--- src/tile_pkg.sv ---
package tile_pkg;

  // ------------------------------
  // Widths
  // ------------------------------
  parameter int XLEN = 32;
  parameter int RD_W = 5;

  // Commit id field of the shared structs is sized for a 256-entry ROB
  // Modules narrow it to their own CMT_ID_W
  parameter int CMT_ID_MAX_W = 8;

  // ------------------------------
  // Encodings
  // ------------------------------
  typedef enum logic [3:0] {
    OP_ADD = 4'd0,
    OP_SUB = 4'd1,
    OP_AND = 4'd2,
    OP_OR  = 4'd3,
    OP_XOR = 4'd4,
    OP_SLT = 4'd5,
    OP_SLL = 4'd6,
    OP_MUL = 4'd7
  } op_t;

  typedef enum logic {
    CAT_ARITH = 1'b0,
    CAT_MUL   = 1'b1
  } inst_cat_t;

  // ------------------------------
  // Payloads
  // ------------------------------
  // Instruction on its way to a unit
  typedef struct packed {
    logic [CMT_ID_MAX_W-1:0] cmt_id;
    op_t                     op;
    logic [RD_W-1:0]         rd;
    logic [XLEN-1:0]         src1;
    logic [XLEN-1:0]         src2;
  } issue_t;

  // Completion report towards the ROB
  typedef struct packed {
    logic [CMT_ID_MAX_W-1:0] cmt_id;
    logic [RD_W-1:0]         rd;
    logic [XLEN-1:0]         data;
  } done_rpt_t;

endpackage

--- src/stage_pipe.sv ---
module stage_pipe #(
  parameter type T     = logic,
  parameter int  DEPTH = 1
) (
  input  logic i_clk,
  input  logic i_rst,
  input  logic i_valid,
  input  T     i_data,
  output logic o_valid,
  output T     o_data
);

  logic [DEPTH-1:0] r_valid;
  T                 r_data [DEPTH];

  // Valid chain
  always_ff @(posedge i_clk) begin
    if (i_rst) begin
      r_valid <= '0;
    end else begin
      r_valid[0] <= i_valid;
      for (int i = 1; i < DEPTH; i++) begin
        r_valid[i] <= r_valid[i-1];
      end
    end
  end

  // Payload only moves with a valid item
  always_ff @(posedge i_clk) begin
    if (i_valid) begin
      r_data[0] <= i_data;
    end
    for (int i = 1; i < DEPTH; i++) begin
      if (r_valid[i-1]) begin
        r_data[i] <= r_data[i-1];
      end
    end
  end

  assign o_valid = r_valid[DEPTH-1];
  assign o_data  = r_data[DEPTH-1];

endmodule

--- src/disp_steer.sv ---
module disp_steer import tile_pkg::*; #(
  parameter int CMT_ID_W = 4
) (
  input  logic                i_clk,
  input  logic                i_rst,
  input  logic                i_disp_valid,
  input  op_t                 i_disp_op,
  input  logic [RD_W-1:0]     i_disp_rd,
  input  logic [XLEN-1:0]     i_disp_src1,
  input  logic [XLEN-1:0]     i_disp_src2,
  input  logic [CMT_ID_W-1:0] i_new_cmt_id,
  output logic                o_alloc_valid,
  output logic                o_alu_valid,
  output logic [CMT_ID_W-1:0] o_alu_cmt_id,
  output logic [RD_W-1:0]     o_alu_rd,
  output op_t                 o_alu_op,
  output logic [XLEN-1:0]     o_alu_src1,
  output logic [XLEN-1:0]     o_alu_src2,
  output logic                o_mul_valid,
  output logic [CMT_ID_W-1:0] o_mul_cmt_id,
  output logic [RD_W-1:0]     o_mul_rd,
  output logic [XLEN-1:0]     o_mul_src1,
  output logic [XLEN-1:0]     o_mul_src2
);

  issue_t    w_disp_in;
  issue_t    w_cur;
  logic      w_cur_valid;
  inst_cat_t w_cat;

  // Commit id is not known yet at dispatch
  assign w_disp_in.cmt_id = '0;
  assign w_disp_in.op     = i_disp_op;
  assign w_disp_in.rd     = i_disp_rd;
  assign w_disp_in.src1   = i_disp_src1;
  assign w_disp_in.src2   = i_disp_src2;

  stage_pipe #(.T(issue_t), .DEPTH(1)) u_disp_stage (
    .i_clk   (i_clk),
    .i_rst   (i_rst),
    .i_valid (i_disp_valid),
    .i_data  (w_disp_in),
    .o_valid (w_cur_valid),
    .o_data  (w_cur)
  );

  assign w_cat = (w_cur.op == OP_MUL) ? CAT_MUL : CAT_ARITH;

  // One ROB entry per registered instruction
  assign o_alloc_valid = w_cur_valid;

  // ------------------------------
  // Issue to units
  // ------------------------------
  assign o_alu_valid  = w_cur_valid && (w_cat == CAT_ARITH);
  assign o_alu_cmt_id = i_new_cmt_id;
  assign o_alu_rd     = w_cur.rd;
  assign o_alu_op     = w_cur.op;
  assign o_alu_src1   = w_cur.src1;
  assign o_alu_src2   = w_cur.src2;

  assign o_mul_valid  = w_cur_valid && (w_cat == CAT_MUL);
  assign o_mul_cmt_id = i_new_cmt_id;
  assign o_mul_rd     = w_cur.rd;
  assign o_mul_src1   = w_cur.src1;
  assign o_mul_src2   = w_cur.src2;

  // A registered dispatch reaches exactly one unit
  a_one_unit: assert property (@(posedge i_clk) disable iff (i_rst)
    i_disp_valid |=> (o_alu_valid != o_mul_valid))
    else $error("Dispatch not issued to exactly one unit");

endmodule

--- src/alu_unit.sv ---
module alu_unit import tile_pkg::*; #(
  parameter int CMT_ID_W = 4
) (
  input  logic                i_clk,
  input  logic                i_rst,
  input  logic                i_valid,
  input  logic [CMT_ID_W-1:0] i_cmt_id,
  input  logic [RD_W-1:0]     i_rd,
  input  op_t                 i_op,
  input  logic [XLEN-1:0]     i_src1,
  input  logic [XLEN-1:0]     i_src2,
  output logic                o_done_valid,
  output logic [CMT_ID_W-1:0] o_done_cmt_id,
  output logic [RD_W-1:0]     o_done_rd,
  output logic [XLEN-1:0]     o_done_data
);

  logic [XLEN-1:0] w_result;
  logic            w_lt;
  done_rpt_t       w_rpt_in;
  done_rpt_t       w_rpt_out;

  assign w_lt = $signed(i_src1) < $signed(i_src2);

  // ------------------------------
  // Execute
  // ------------------------------
  always_comb begin
    case (i_op)
      OP_ADD:  w_result = i_src1 + i_src2;
      OP_SUB:  w_result = i_src1 - i_src2;
      OP_AND:  w_result = i_src1 & i_src2;
      OP_OR:   w_result = i_src1 | i_src2;
      OP_XOR:  w_result = i_src1 ^ i_src2;
      OP_SLT:  w_result = {{(XLEN-1){1'b0}}, w_lt};
      // Shift amount is the low five bits only
      OP_SLL:  w_result = i_src1 << i_src2[4:0];
      default: w_result = '0;
    endcase
  end

  assign w_rpt_in.cmt_id = CMT_ID_MAX_W'(i_cmt_id);
  assign w_rpt_in.rd     = i_rd;
  assign w_rpt_in.data   = w_result;

  stage_pipe #(.T(done_rpt_t), .DEPTH(1)) u_done_stage (
    .i_clk   (i_clk),
    .i_rst   (i_rst),
    .i_valid (i_valid),
    .i_data  (w_rpt_in),
    .o_valid (o_done_valid),
    .o_data  (w_rpt_out)
  );

  assign o_done_cmt_id = w_rpt_out.cmt_id[CMT_ID_W-1:0];
  assign o_done_rd     = w_rpt_out.rd;
  assign o_done_data   = w_rpt_out.data;

  // Steering must keep multiplies away from here
  a_no_mul: assert property (@(posedge i_clk) disable iff (i_rst)
    i_valid |-> (i_op != OP_MUL))
    else $error("Multiply issued to the ALU");

endmodule

--- src/mul_unit.sv ---
module mul_unit import tile_pkg::*; #(
  parameter int CMT_ID_W = 4
) (
  input  logic                i_clk,
  input  logic                i_rst,
  input  logic                i_valid,
  input  logic [CMT_ID_W-1:0] i_cmt_id,
  input  logic [RD_W-1:0]     i_rd,
  input  logic [XLEN-1:0]     i_src1,
  input  logic [XLEN-1:0]     i_src2,
  output logic                o_done_valid,
  output logic [CMT_ID_W-1:0] o_done_cmt_id,
  output logic [RD_W-1:0]     o_done_rd,
  output logic [XLEN-1:0]     o_done_data
);

  issue_t          w_opnd_in;
  issue_t          w_s1;
  logic            w_s1_valid;
  logic [XLEN-1:0] w_prod;
  done_rpt_t       w_rpt_in;
  done_rpt_t       w_rpt_out;

  // ------------------------------
  // Stage 1 operands
  // ------------------------------
  assign w_opnd_in.cmt_id = CMT_ID_MAX_W'(i_cmt_id);
  assign w_opnd_in.op     = OP_MUL;
  assign w_opnd_in.rd     = i_rd;
  assign w_opnd_in.src1   = i_src1;
  assign w_opnd_in.src2   = i_src2;

  stage_pipe #(.T(issue_t), .DEPTH(1)) u_opnd_stage (
    .i_clk   (i_clk),
    .i_rst   (i_rst),
    .i_valid (i_valid),
    .i_data  (w_opnd_in),
    .o_valid (w_s1_valid),
    .o_data  (w_s1)
  );

  // Low half of the product only
  assign w_prod = w_s1.src1 * w_s1.src2;

  // ------------------------------
  // Stages 2 and 3
  // ------------------------------
  assign w_rpt_in.cmt_id = w_s1.cmt_id;
  assign w_rpt_in.rd     = w_s1.rd;
  assign w_rpt_in.data   = w_prod;

  stage_pipe #(.T(done_rpt_t), .DEPTH(2)) u_prod_stage (
    .i_clk   (i_clk),
    .i_rst   (i_rst),
    .i_valid (w_s1_valid),
    .i_data  (w_rpt_in),
    .o_valid (o_done_valid),
    .o_data  (w_rpt_out)
  );

  assign o_done_cmt_id = w_rpt_out.cmt_id[CMT_ID_W-1:0];
  assign o_done_rd     = w_rpt_out.rd;
  assign o_done_data   = w_rpt_out.data;

endmodule

--- src/rob.sv ---
module rob import tile_pkg::*; #(
  parameter int ROB_DEPTH = 16,
  parameter int CMT_ID_W  = 4
) (
  input  logic                i_clk,
  input  logic                i_rst,
  input  logic                i_alloc_valid,
  output logic [CMT_ID_W-1:0] o_new_cmt_id,
  input  logic                i_done_a_valid,
  input  logic [CMT_ID_W-1:0] i_done_a_cmt_id,
  input  logic [RD_W-1:0]     i_done_a_rd,
  input  logic [XLEN-1:0]     i_done_a_data,
  input  logic                i_done_b_valid,
  input  logic [CMT_ID_W-1:0] i_done_b_cmt_id,
  input  logic [RD_W-1:0]     i_done_b_rd,
  input  logic [XLEN-1:0]     i_done_b_data,
  output logic                o_cmt_valid,
  output logic [RD_W-1:0]     o_cmt_rd,
  output logic [XLEN-1:0]     o_cmt_data
);

  logic [ROB_DEPTH-1:0] r_valid;
  logic [ROB_DEPTH-1:0] r_done;
  logic [RD_W-1:0]      r_rd   [ROB_DEPTH];
  logic [XLEN-1:0]      r_data [ROB_DEPTH];
  logic [CMT_ID_W-1:0]  r_head;
  logic [CMT_ID_W-1:0]  r_tail;

  logic                 w_hit_a;
  logic                 w_hit_b;
  logic                 w_commit;
  logic [RD_W-1:0]      w_head_rd;
  logic [XLEN-1:0]      w_head_data;

  assign o_new_cmt_id = r_tail;

  // ------------------------------
  // Head selection
  // ------------------------------
  // A report for the head entry can retire in the cycle it arrives
  assign w_hit_a = i_done_a_valid && (i_done_a_cmt_id == r_head);
  assign w_hit_b = i_done_b_valid && (i_done_b_cmt_id == r_head);

  always_comb begin
    if (r_done[r_head]) begin
      w_head_rd   = r_rd[r_head];
      w_head_data = r_data[r_head];
    end else if (w_hit_a) begin
      w_head_rd   = i_done_a_rd;
      w_head_data = i_done_a_data;
    end else begin
      w_head_rd   = i_done_b_rd;
      w_head_data = i_done_b_data;
    end
  end

  assign w_commit = r_valid[r_head] && (r_done[r_head] || w_hit_a || w_hit_b);

  // Pointers wrap on their own since depth is a power of two
  always_ff @(posedge i_clk) begin
    if (i_rst) begin
      r_head <= '0;
      r_tail <= '0;
    end else begin
      if (i_alloc_valid) begin
        r_tail <= r_tail + 1'b1;
      end
      if (w_commit) begin
        r_head <= r_head + 1'b1;
      end
    end
  end

  // Freeing at commit wins over a done in the same cycle
  always_ff @(posedge i_clk) begin
    if (i_rst) begin
      r_valid <= '0;
      r_done  <= '0;
    end else begin
      if (i_alloc_valid) begin
        r_valid[r_tail] <= 1'b1;
      end
      if (i_done_a_valid) begin
        r_done[i_done_a_cmt_id] <= 1'b1;
      end
      if (i_done_b_valid) begin
        r_done[i_done_b_cmt_id] <= 1'b1;
      end
      if (w_commit) begin
        r_valid[r_head] <= 1'b0;
        r_done[r_head]  <= 1'b0;
      end
    end
  end

  always_ff @(posedge i_clk) begin
    if (i_done_a_valid) begin
      r_rd[i_done_a_cmt_id]   <= i_done_a_rd;
      r_data[i_done_a_cmt_id] <= i_done_a_data;
    end
    if (i_done_b_valid) begin
      r_rd[i_done_b_cmt_id]   <= i_done_b_rd;
      r_data[i_done_b_cmt_id] <= i_done_b_data;
    end
  end

  // ------------------------------
  // Commit output
  // ------------------------------
  always_ff @(posedge i_clk) begin
    if (i_rst) begin
      o_cmt_valid <= 1'b0;
    end else begin
      o_cmt_valid <= w_commit;
    end
  end

  always_ff @(posedge i_clk) begin
    if (w_commit) begin
      o_cmt_rd   <= w_head_rd;
      o_cmt_data <= w_head_data;
    end
  end

  a_no_overflow: assert property (@(posedge i_clk) disable iff (i_rst)
    i_alloc_valid |-> !r_valid[r_tail])
    else $error("Allocation into a full ROB");

  a_done_a_live: assert property (@(posedge i_clk) disable iff (i_rst)
    i_done_a_valid |-> (r_valid[i_done_a_cmt_id] && !r_done[i_done_a_cmt_id]))
    else $error("ALU report for a free or finished entry");

  a_done_b_live: assert property (@(posedge i_clk) disable iff (i_rst)
    i_done_b_valid |-> (r_valid[i_done_b_cmt_id] && !r_done[i_done_b_cmt_id]))
    else $error("Multiplier report for a free or finished entry");

endmodule

--- src/exec_tile.sv ---
module exec_tile import tile_pkg::*; #(
  parameter int ROB_DEPTH = 16
) (
  input  logic            i_clk,
  input  logic            i_rst,
  input  logic            i_disp_valid,
  input  op_t             i_disp_op,
  input  logic [RD_W-1:0] i_disp_rd,
  input  logic [XLEN-1:0] i_disp_src1,
  input  logic [XLEN-1:0] i_disp_src2,
  output logic            o_cmt_valid,
  output logic [RD_W-1:0] o_cmt_rd,
  output logic [XLEN-1:0] o_cmt_data
);

  localparam int CMT_ID_W = $clog2(ROB_DEPTH);

  // ------------------------------
  // Steering to ROB and units
  // ------------------------------
  logic                w_alloc_valid;
  logic [CMT_ID_W-1:0] w_new_cmt_id;

  logic                w_alu_valid;
  logic [CMT_ID_W-1:0] w_alu_cmt_id;
  logic [RD_W-1:0]     w_alu_rd;
  op_t                 w_alu_op;
  logic [XLEN-1:0]     w_alu_src1;
  logic [XLEN-1:0]     w_alu_src2;

  logic                w_mul_valid;
  logic [CMT_ID_W-1:0] w_mul_cmt_id;
  logic [RD_W-1:0]     w_mul_rd;
  logic [XLEN-1:0]     w_mul_src1;
  logic [XLEN-1:0]     w_mul_src2;

  // ------------------------------
  // Done reports
  // ------------------------------
  logic                w_alu_done_valid;
  logic [CMT_ID_W-1:0] w_alu_done_cmt_id;
  logic [RD_W-1:0]     w_alu_done_rd;
  logic [XLEN-1:0]     w_alu_done_data;

  logic                w_mul_done_valid;
  logic [CMT_ID_W-1:0] w_mul_done_cmt_id;
  logic [RD_W-1:0]     w_mul_done_rd;
  logic [XLEN-1:0]     w_mul_done_data;

  disp_steer #(.CMT_ID_W(CMT_ID_W)) u_disp_steer (
    .i_clk         (i_clk),
    .i_rst         (i_rst),
    .i_disp_valid  (i_disp_valid),
    .i_disp_op     (i_disp_op),
    .i_disp_rd     (i_disp_rd),
    .i_disp_src1   (i_disp_src1),
    .i_disp_src2   (i_disp_src2),
    .i_new_cmt_id  (w_new_cmt_id),
    .o_alloc_valid (w_alloc_valid),
    .o_alu_valid   (w_alu_valid),
    .o_alu_cmt_id  (w_alu_cmt_id),
    .o_alu_rd      (w_alu_rd),
    .o_alu_op      (w_alu_op),
    .o_alu_src1    (w_alu_src1),
    .o_alu_src2    (w_alu_src2),
    .o_mul_valid   (w_mul_valid),
    .o_mul_cmt_id  (w_mul_cmt_id),
    .o_mul_rd      (w_mul_rd),
    .o_mul_src1    (w_mul_src1),
    .o_mul_src2    (w_mul_src2)
  );

  alu_unit #(.CMT_ID_W(CMT_ID_W)) u_alu (
    .i_clk         (i_clk),
    .i_rst         (i_rst),
    .i_valid       (w_alu_valid),
    .i_cmt_id      (w_alu_cmt_id),
    .i_rd          (w_alu_rd),
    .i_op          (w_alu_op),
    .i_src1        (w_alu_src1),
    .i_src2        (w_alu_src2),
    .o_done_valid  (w_alu_done_valid),
    .o_done_cmt_id (w_alu_done_cmt_id),
    .o_done_rd     (w_alu_done_rd),
    .o_done_data   (w_alu_done_data)
  );

  mul_unit #(.CMT_ID_W(CMT_ID_W)) u_mul (
    .i_clk         (i_clk),
    .i_rst         (i_rst),
    .i_valid       (w_mul_valid),
    .i_cmt_id      (w_mul_cmt_id),
    .i_rd          (w_mul_rd),
    .i_src1        (w_mul_src1),
    .i_src2        (w_mul_src2),
    .o_done_valid  (w_mul_done_valid),
    .o_done_cmt_id (w_mul_done_cmt_id),
    .o_done_rd     (w_mul_done_rd),
    .o_done_data   (w_mul_done_data)
  );

  // Port A takes the ALU, port B the multiplier
  rob #(.ROB_DEPTH(ROB_DEPTH), .CMT_ID_W(CMT_ID_W)) u_rob (
    .i_clk           (i_clk),
    .i_rst           (i_rst),
    .i_alloc_valid   (w_alloc_valid),
    .o_new_cmt_id    (w_new_cmt_id),
    .i_done_a_valid  (w_alu_done_valid),
    .i_done_a_cmt_id (w_alu_done_cmt_id),
    .i_done_a_rd     (w_alu_done_rd),
    .i_done_a_data   (w_alu_done_data),
    .i_done_b_valid  (w_mul_done_valid),
    .i_done_b_cmt_id (w_mul_done_cmt_id),
    .i_done_b_rd     (w_mul_done_rd),
    .i_done_b_data   (w_mul_done_data),
    .o_cmt_valid     (o_cmt_valid),
    .o_cmt_rd        (o_cmt_rd),
    .o_cmt_data      (o_cmt_data)
  );

endmodule

--- config.mk ---
export PLATFORM = sky130hd
export DESIGN_NAME = exec_tile
export DESIGN_NICKNAME = d
export VERILOG_FILES = /design/src/tile_pkg.sv /design/src/stage_pipe.sv /design/src/disp_steer.sv /design/src/alu_unit.sv /design/src/mul_unit.sv /design/src/rob.sv /design/src/exec_tile.sv
export SDC_FILE = /design/constraint.sdc
export NUM_CORES = 2
export LEC_CHECK = 0
export BUFFER_PORTS_ARGS = -buffer_cell sky130_fd_sc_hd__buf_2
export CAP_MARGIN = 5
export CELL_PAD_IN_SITES_DETAIL_PLACEMENT = 1
export CELL_PAD_IN_SITES_GLOBAL_PLACEMENT = 2
export CORE_UTILIZATION = 43
export CTS_BUF_LIST = sky130_fd_sc_hd__clkbuf_2 sky130_fd_sc_hd__clkbuf_4 sky130_fd_sc_hd__clkbuf_8
export DETAILED_ROUTE_END_ITERATION = 12
export PLACE_DENSITY = 0.85
export SYNTH_ARGS = -nofsm -noshare
export SYNTH_HDL_FRONTEND = slang
export SYNTH_SLANG_ARGS = --single-unit
--- constraint.sdc ---
create_clock -name i_clk -period 6.6 [get_ports i_clk]
set_input_delay 0.33 -clock i_clk [delete_from_list [all_inputs] [get_ports i_clk]]
set_output_delay 0.33 -clock i_clk [all_outputs]
set_load 0.05 [all_outputs]
# Word-level counts from Yosys, hierarchy flattened
# Memories as Yosys holds them, arrays and structs flattened. A register that Yosys moved wholly into a read port is not among the register bits.
# Index checks and enable logic that the tools add are counted.
dict set report totals {
  register_bits 83
  mem_bits_rw 869
  in_bits 76
  out_inout_bits 38
  wordCells 107
  mem_count 6
}
dict set report classes {
  addsub 4
  n_mul 1
  n_lt_le_gt_ge 9
  n_eq_ne 9
  n_shift 1
  mux 44
  bitwise_logic 10
  reduce_logical 12
}
# memory depth word_bits read_ports rd_ports_with_merged_regs write_ports line_no
set mem_list {}
lappend mem_list {u_rob.r_data 16 32 1 1 2 rob.sv:25} ;# logic [XLEN-1:0] r_data [ROB_DEPTH];
lappend mem_list {u_mul.u_prod_stage.r_data 2 45 2 0 2 stage_pipe.sv:14} ;# T r_data [DEPTH];
lappend mem_list {u_rob.r_rd 16 5 1 1 2 rob.sv:24} ;# logic [RD_W-1:0] r_rd [ROB_DEPTH];
lappend mem_list {u_disp_steer.u_disp_stage.r_data 1 73 1 0 1 stage_pipe.sv:14}
lappend mem_list {u_mul.u_opnd_stage.r_data 1 73 1 0 1 stage_pipe.sv:14}
lappend mem_list {u_alu.u_done_stage.r_data 1 41 1 0 1 stage_pipe.sv:14}
# op count
set ops {}
lappend ops {{case mux 32 bit (7 select lines)} 1}
lappend ops {{2-to-1 mux 16 bit} 8}
lappend ops {{2-to-1 mux 32 bit} 2}
lappend ops {{OR 16 bit} 3}
lappend ops {{adder 32 bit} 1}
lappend ops {{AND 16 bit} 2}
lappend ops {{AND 32 bit} 1}
lappend ops {{less-than comparator 32 bit} 1}
lappend ops {{multiplier 32 x 32 -> 32 bit} 1}
lappend ops {{OR 32 bit} 1}
lappend ops {{<< shifter 32 x 5 -> 32 bit} 1}
lappend ops {{subtractor 32 bit} 1}
lappend ops {{bitwise XOR 32 bit} 1}
lappend ops {{2-to-1 mux 1 bit} 21}
lappend ops {{less-than comparator 4 x 5 -> 1 bit, second input constant} 4}
lappend ops {{demux 1 bit (select 4 bit)} 4}
lappend ops {{equality test 4 x 3 -> 1 bit, second input constant} 4}
lappend ops {{>= comparator 4 x 1 -> 1 bit, second input constant} 4}
lappend ops {{2-to-1 mux 4 bit} 4}
lappend ops {{inverter 16 bit} 1}
lappend ops {{2-to-1 mux 5 bit} 2}
lappend ops {{logical AND 1 bit} 9}
lappend ops {{adder 4 x 1 -> 4 bit, second input constant} 2}
lappend ops {{binary-select mux 1 bit (select 4 bit)} 2}
lappend ops {{other kinds (6)} 9}

# Longest topological paths before layout
# An unclocked memory read counts as a cell.
dict set report logic_depth {
  depth_word 13
  mapped_depth 28
  ltp_nobuf 25
}

# By module
# A second synthesis with hierarchy kept.
dict set report unflattened {
  cells_unflattened 5099
  hier_area_um2 65979.5
}
# mod n_inst cells_per_inst area_each_um2
set modules_own_cells {}
lappend modules_own_cells {rob 1 1959 33659.8}
lappend modules_own_cells {mul_unit 1 1723 15806.4}
lappend modules_own_cells {alu_unit 1 983 6498.7}
lappend modules_own_cells {{stage_pipe (u_disp_steer.u_disp_stage ...)} 2 83 2466.1}
lappend modules_own_cells {{stage_pipe (u_mul.u_prod_stage)} 1 139 3093.0}
lappend modules_own_cells {{stage_pipe (u_alu.u_done_stage)} 1 47 1385.1}
lappend modules_own_cells {disp_steer 1 82 604.3}

# Worst setup path before layout
# No wires, ideal clock.
dict set report synth_timing {
  kind {reg2reg}
  start {mem u_mul.u_opnd_stage.r_data[0][2] (netlist bit)}
  end {mem u_mul.u_prod_stage.r_data[0][24] (netlist bit) (data pin)}
  setup_ns 0.272
  arrival_ns 6.813
  required_ns 6.328
  slack_ns -0.484
  path_stages_with_launch 26
  path_buffers 2
  period_less_slack_ns 7.084
  path_cell_list {edfxtp_1 > clkbuf_1 > clkbuf_1 > and2_1 > fa_1 > inv_1 > fa_1 > fa_1 > fa_1 > inv_1 > fa_1 > inv_1 > fa_1 > inv_1 > fa_1 > fa_1 > ha_1 > and3_1 > nand3_1 > nor2_1 > nand4_1 > a31oi_1 > o21a_1 > nor2_1 > mux2i_1 > or4_1}
}
# item line_no
set synth_lines {}
lappend synth_lines {{start: declaration} stage_pipe.sv:14}
lappend synth_lines {{end: declaration} stage_pipe.sv:14}

==> results_dict.tcl <==
set metrics [dict create \
    outcome "finished with violations" \
    violations "negative setup slack" \
    hold_viol 0 \
    fin_ws_ps -428 \
    dpl.hpwl_um 144000 \
    synth_most_common_cell "edfxtp_1" \
    synthTopCellsByCount "898 x edfxtp_1, 596 x mux2_2, 478 x inv_1" \
    hold_end "u_disp_steer.u_disp_stage.r_data[0][40]" \
    p_clk_frac 0.252 \
    synthCells 4957 \
    drive_gt1_frac 0.298 \
    combPwrFrac 0.416 \
    netSwitchingPower_uw 7520 \
    synthArstFlopShare 0 \
    intPower_uw 14400 \
    final_max_slew_viol_count 0 \
    cp-start-kind "flop" \
    fp.coreArea_mm2 0.148 \
    syn_nets 5671 \
    synth_edf_count 898 \
    wl_per_cell_um 29.1 \
    port-buffer-count 113 \
    synth.cell_area_mm2 0.0640 \
    synth_fa_ha_area_frac 0.173 \
    first_pass_iters 8 \
    fillCellCount 15000 \
    die_h_um 388 \
    hold_depth 2 \
    io_pins 114 \
    p_seq_frac 0.332 \
    place_area_mm2 0.0682 \
    clkTransAtPathRegs_ps 80 \
    setup_viol 12 \
    synth_top_area_frac 0.421 \
    cp_data_arrival_time_ps 7680 \
    drcViolationCount 0 \
    period_minus_slack_ps 7030 \
    final_net_count 5973 \
    synth_top_family_by_area "multiplexers" \
    antenna_found_initial 11 \
    synth_area_leaders "edfxtp_1 42%, fa_1 13%, mux2_2 10%, mux4_2 7.5%, ha_1 4.5%" \
    drtIter0Drc 3945 \
    ir_worst_vdd_mv 0.413 \
    rows 141 \
    syn_area_per_cell_um2 12.9 \
    numClockSinks 948 \
    synth_xor_area_frac 0.0144 \
    ys_ff_latch 948 \
    die_w_um 388 \
    crit_type "flop to flop" \
    cts_max_level 4 \
    grt_pass1_vias 47100 \
    vias 43000 \
    grt_first_pass_wirelength_um 312000 \
    cp-end-kind "flop" \
    path_max_fanout 4 \
    die_area_mm2 0.150 \
    r2r_slack_ps -430 \
    synth_warnings 0 \
    clk_path_buf_depth 3 \
    regToRegStartpoint "u_mul.u_opnd_stage.r_data[0][46]" \
    powerDensity_mw_per_mm2 301 \
    timing.rr.end "u_mul.u_prod_stage.r_data[0][30]" \
    cpMostUsedCell "fa_1" \
    hold_path.class "input port to flop" \
    grt_overflow_total 0 \
    p_sw_frac 0.344 \
    critPathBufInv 5 \
    synth.largest_area_cell "edfxtp_1" \
    ys_seq_area_frac 0.437 \
    finalPower_uw 21900 \
    slew_headroom 0.103 \
    grt_max_degree 77 \
    cts_root_buffer "clkbuf_8" \
    maxCapViolations 0 \
    numCtsBuffers 162 \
    clock_latency_ps 930 \
    ys.flop_type "edfxtp_1" \
    areaGrowthSynthToFinish_pct 13.6 \
    wl_um 213000 \
    tightestPinTransition_ps 1330 \
    stdcell_area_mm2 0.0728 \
    yosys.area_share.simple 0.0812 \
    grt.total_usage 0.283 \
    cp.required_ps 7260 \
    period_share 1.06 \
    routabilityCongestion 0.905 \
    p_leak_uw 0.0269 \
    slowest_stage "fa_1" \
    start_util 0.433 \
    max_stage_delay_ps 540 \
    cp_top_family "adder cells" \
    hold_path.startpoint "i_disp_src1[8]" \
    clock.fmax_ghz 0.142 \
    hold_ws_ps 105 \
    fin_skew_ps 57.0 \
    cts_tree "yes" \
    crit_chain "and2_1 -> fa_1 -> inv_1 -> fa_1 -> fa_1 -> fa_1 -> inv_1 -> fa_1 -> inv_1 -> fa_1 -> inv_2 -> fa_1 -> fa_1 -> ha_4 -> and3_4 -> nand3_4 -> nor2_4 -> nand4_1 -> a311oi_2 -> buf_4 -> o21ai_2 -> a21oi_2 -> nor4_1 -> a311o_1" \
    r2r_cells 24 \
    muxShareOfSynthArea 0.192 \
    antenna_left 0 \
    viasPerCell 5.88 \
    rsz0062_at_grt "true" \
    ys_types 85 \
    synth_compound_area_frac 0.0532 \
]
layout by cell type (no fill, tap or decap), types with 14 or more instances in the layout:
master         netlist  final
nand3_1             16     14
fa_1               410    400
a31oi_1             26     26
a21oi_1            112    107
a21o_1              24     24
mux2_2             596    596
and2_1             370    362
buf_4                3    276
edfxtp_1           898    898
a221oi_1            29     28
o21ai_0            118    110
clkinv_1             4     36
nand2b_1            21     21
xnor2_1             80     79
o21bai_1            15     14
nand2_1            300    297
buf_2               20    112
clkinv_2             0     17
o211ai_1            17     17
clkbuf_8             0    166
nor2_1             196    184
o21ai_1             14     15
dfxtp_1             50     44
nor3_1              28     27
nor2b_1             14     14
mux2i_1             74     74
buf_6                1     16
mux4_2             213    212
dlygate4sd3_1        0     75
a22oi_1             16     16
clkbuf_4             0     55
ha_1               228    222
xor2_1              25     24
inv_1              478    475
cell type report:
type	count	area, um^2	share of cell area
multi-input combinational	3167	33400	0.460
sequential	948	28000	0.385
timing repair buffer	493	3840	0.0528
clock buffer	221	2700	0.0371
tap	1930	2410	0.0332
inverter	487	1830	0.0251
clock inverter	69	546	0.00750
antenna	2	5.00	0.0000688
state kept, by name, indices dropped and copies added (netlist names), named ones only:
name	flops
u_disp_steer.u_disp_stage.o_valid	1
u_mul.u_prod_stage.r_data	82
u_rob.o_cmt_rd	5
u_mul.u_prod_stage.r_valid	2
u_mul.u_opnd_stage.r_data	73
u_rob.r_valid	16
u_rob.r_data	512
u_alu.u_done_stage.o_valid	1
u_mul.u_opnd_stage.o_valid	1
u_rob.r_done	16
u_rob.r_head	4
u_rob.o_cmt_data	32
u_rob.o_new_cmt_id	4
u_rob.r_rd	80
u_rob.o_cmt_valid	1
u_alu.u_done_stage.r_data	41
u_disp_steer.u_disp_stage.r_data	73
metal layers:
metal | track usage | wire length, um
met5 | 0 | 43
met1 | 0.347 | 82700
met3 | 0.0487 | 13800
met2 | 0.482 | 105000
met4 | 0.140 | 11100
worst max-delay path by stage:
stage | startpoint | endpoint | cells past startpoint
final | u_mul.u_opnd_stage.r_data[0][46] | u_mul.u_prod_stage.r_data[0][30] | 24
after floorplan | u_mul.u_opnd_stage.r_data[0][3] | u_mul.u_prod_stage.r_data[0][30] | 25
after detailed placement | u_mul.u_opnd_stage.r_data[0][2] | u_mul.u_prod_stage.r_data[0][31] | 21
after CTS | u_mul.u_opnd_stage.r_data[0][5] | u_mul.u_prod_stage.r_data[0][24] | 27
after global placement | u_mul.u_opnd_stage.r_data[0][2] | u_mul.u_prod_stage.r_data[0][31] | 23
after global routing | u_mul.u_opnd_stage.r_data[0][46] | u_mul.u_prod_stage.r_data[0][30] | 24
power by group through the flow:
stage / logic [uW] / clock network (uW) / registers [uW]
2_1_floorplan: 5040 / 0 / 7220
3_5_place_dp: 8260 / 0 / 7380
5_1_grt: 9940 / 5820 / 7270
3_3_place_gp: 7940 / 0 / 7380
4_1_cts: 8750 / 5600 / 7260
6_report: 9100 / 5520 / 7270
cell families after synthesis:
kind of cell,Yosys count
simple gates,1028
flops,948
mux,885
buf+inv,842
fa+ha+maj,638
compound gates,511
xor+xnor,105
what timing repair did:
item                       4_1_cts  5_1_grt
gates resized for setup         36       28
setup endpoints to repair       14       16
hold buffers                    75        0
pin swaps                       41       33
hold endpoints to repair       109        0
buffers inserted                21       11
through the flow:
| step | worst slack, ps | utilization | TNS (ps) | std cells |
|---|---|---|---|---|
| 5_1_grt | -647 | 0.492 | -5600 | 7317 |
| 2_1_floorplan | -246 | - | -601 | 4957 |
| 4_1_cts | -399 | 0.491 | -2360 | 7303 |
| 3_3_place_gp | -664 | 0.461 | -4800 | 6917 |
| 3_5_place_dp | -754 | 0.461 | -5990 | 6917 |
| 6_report | -428 | 0.492 | -2750 | 7317 |
(Power assumes the default switching activity.)
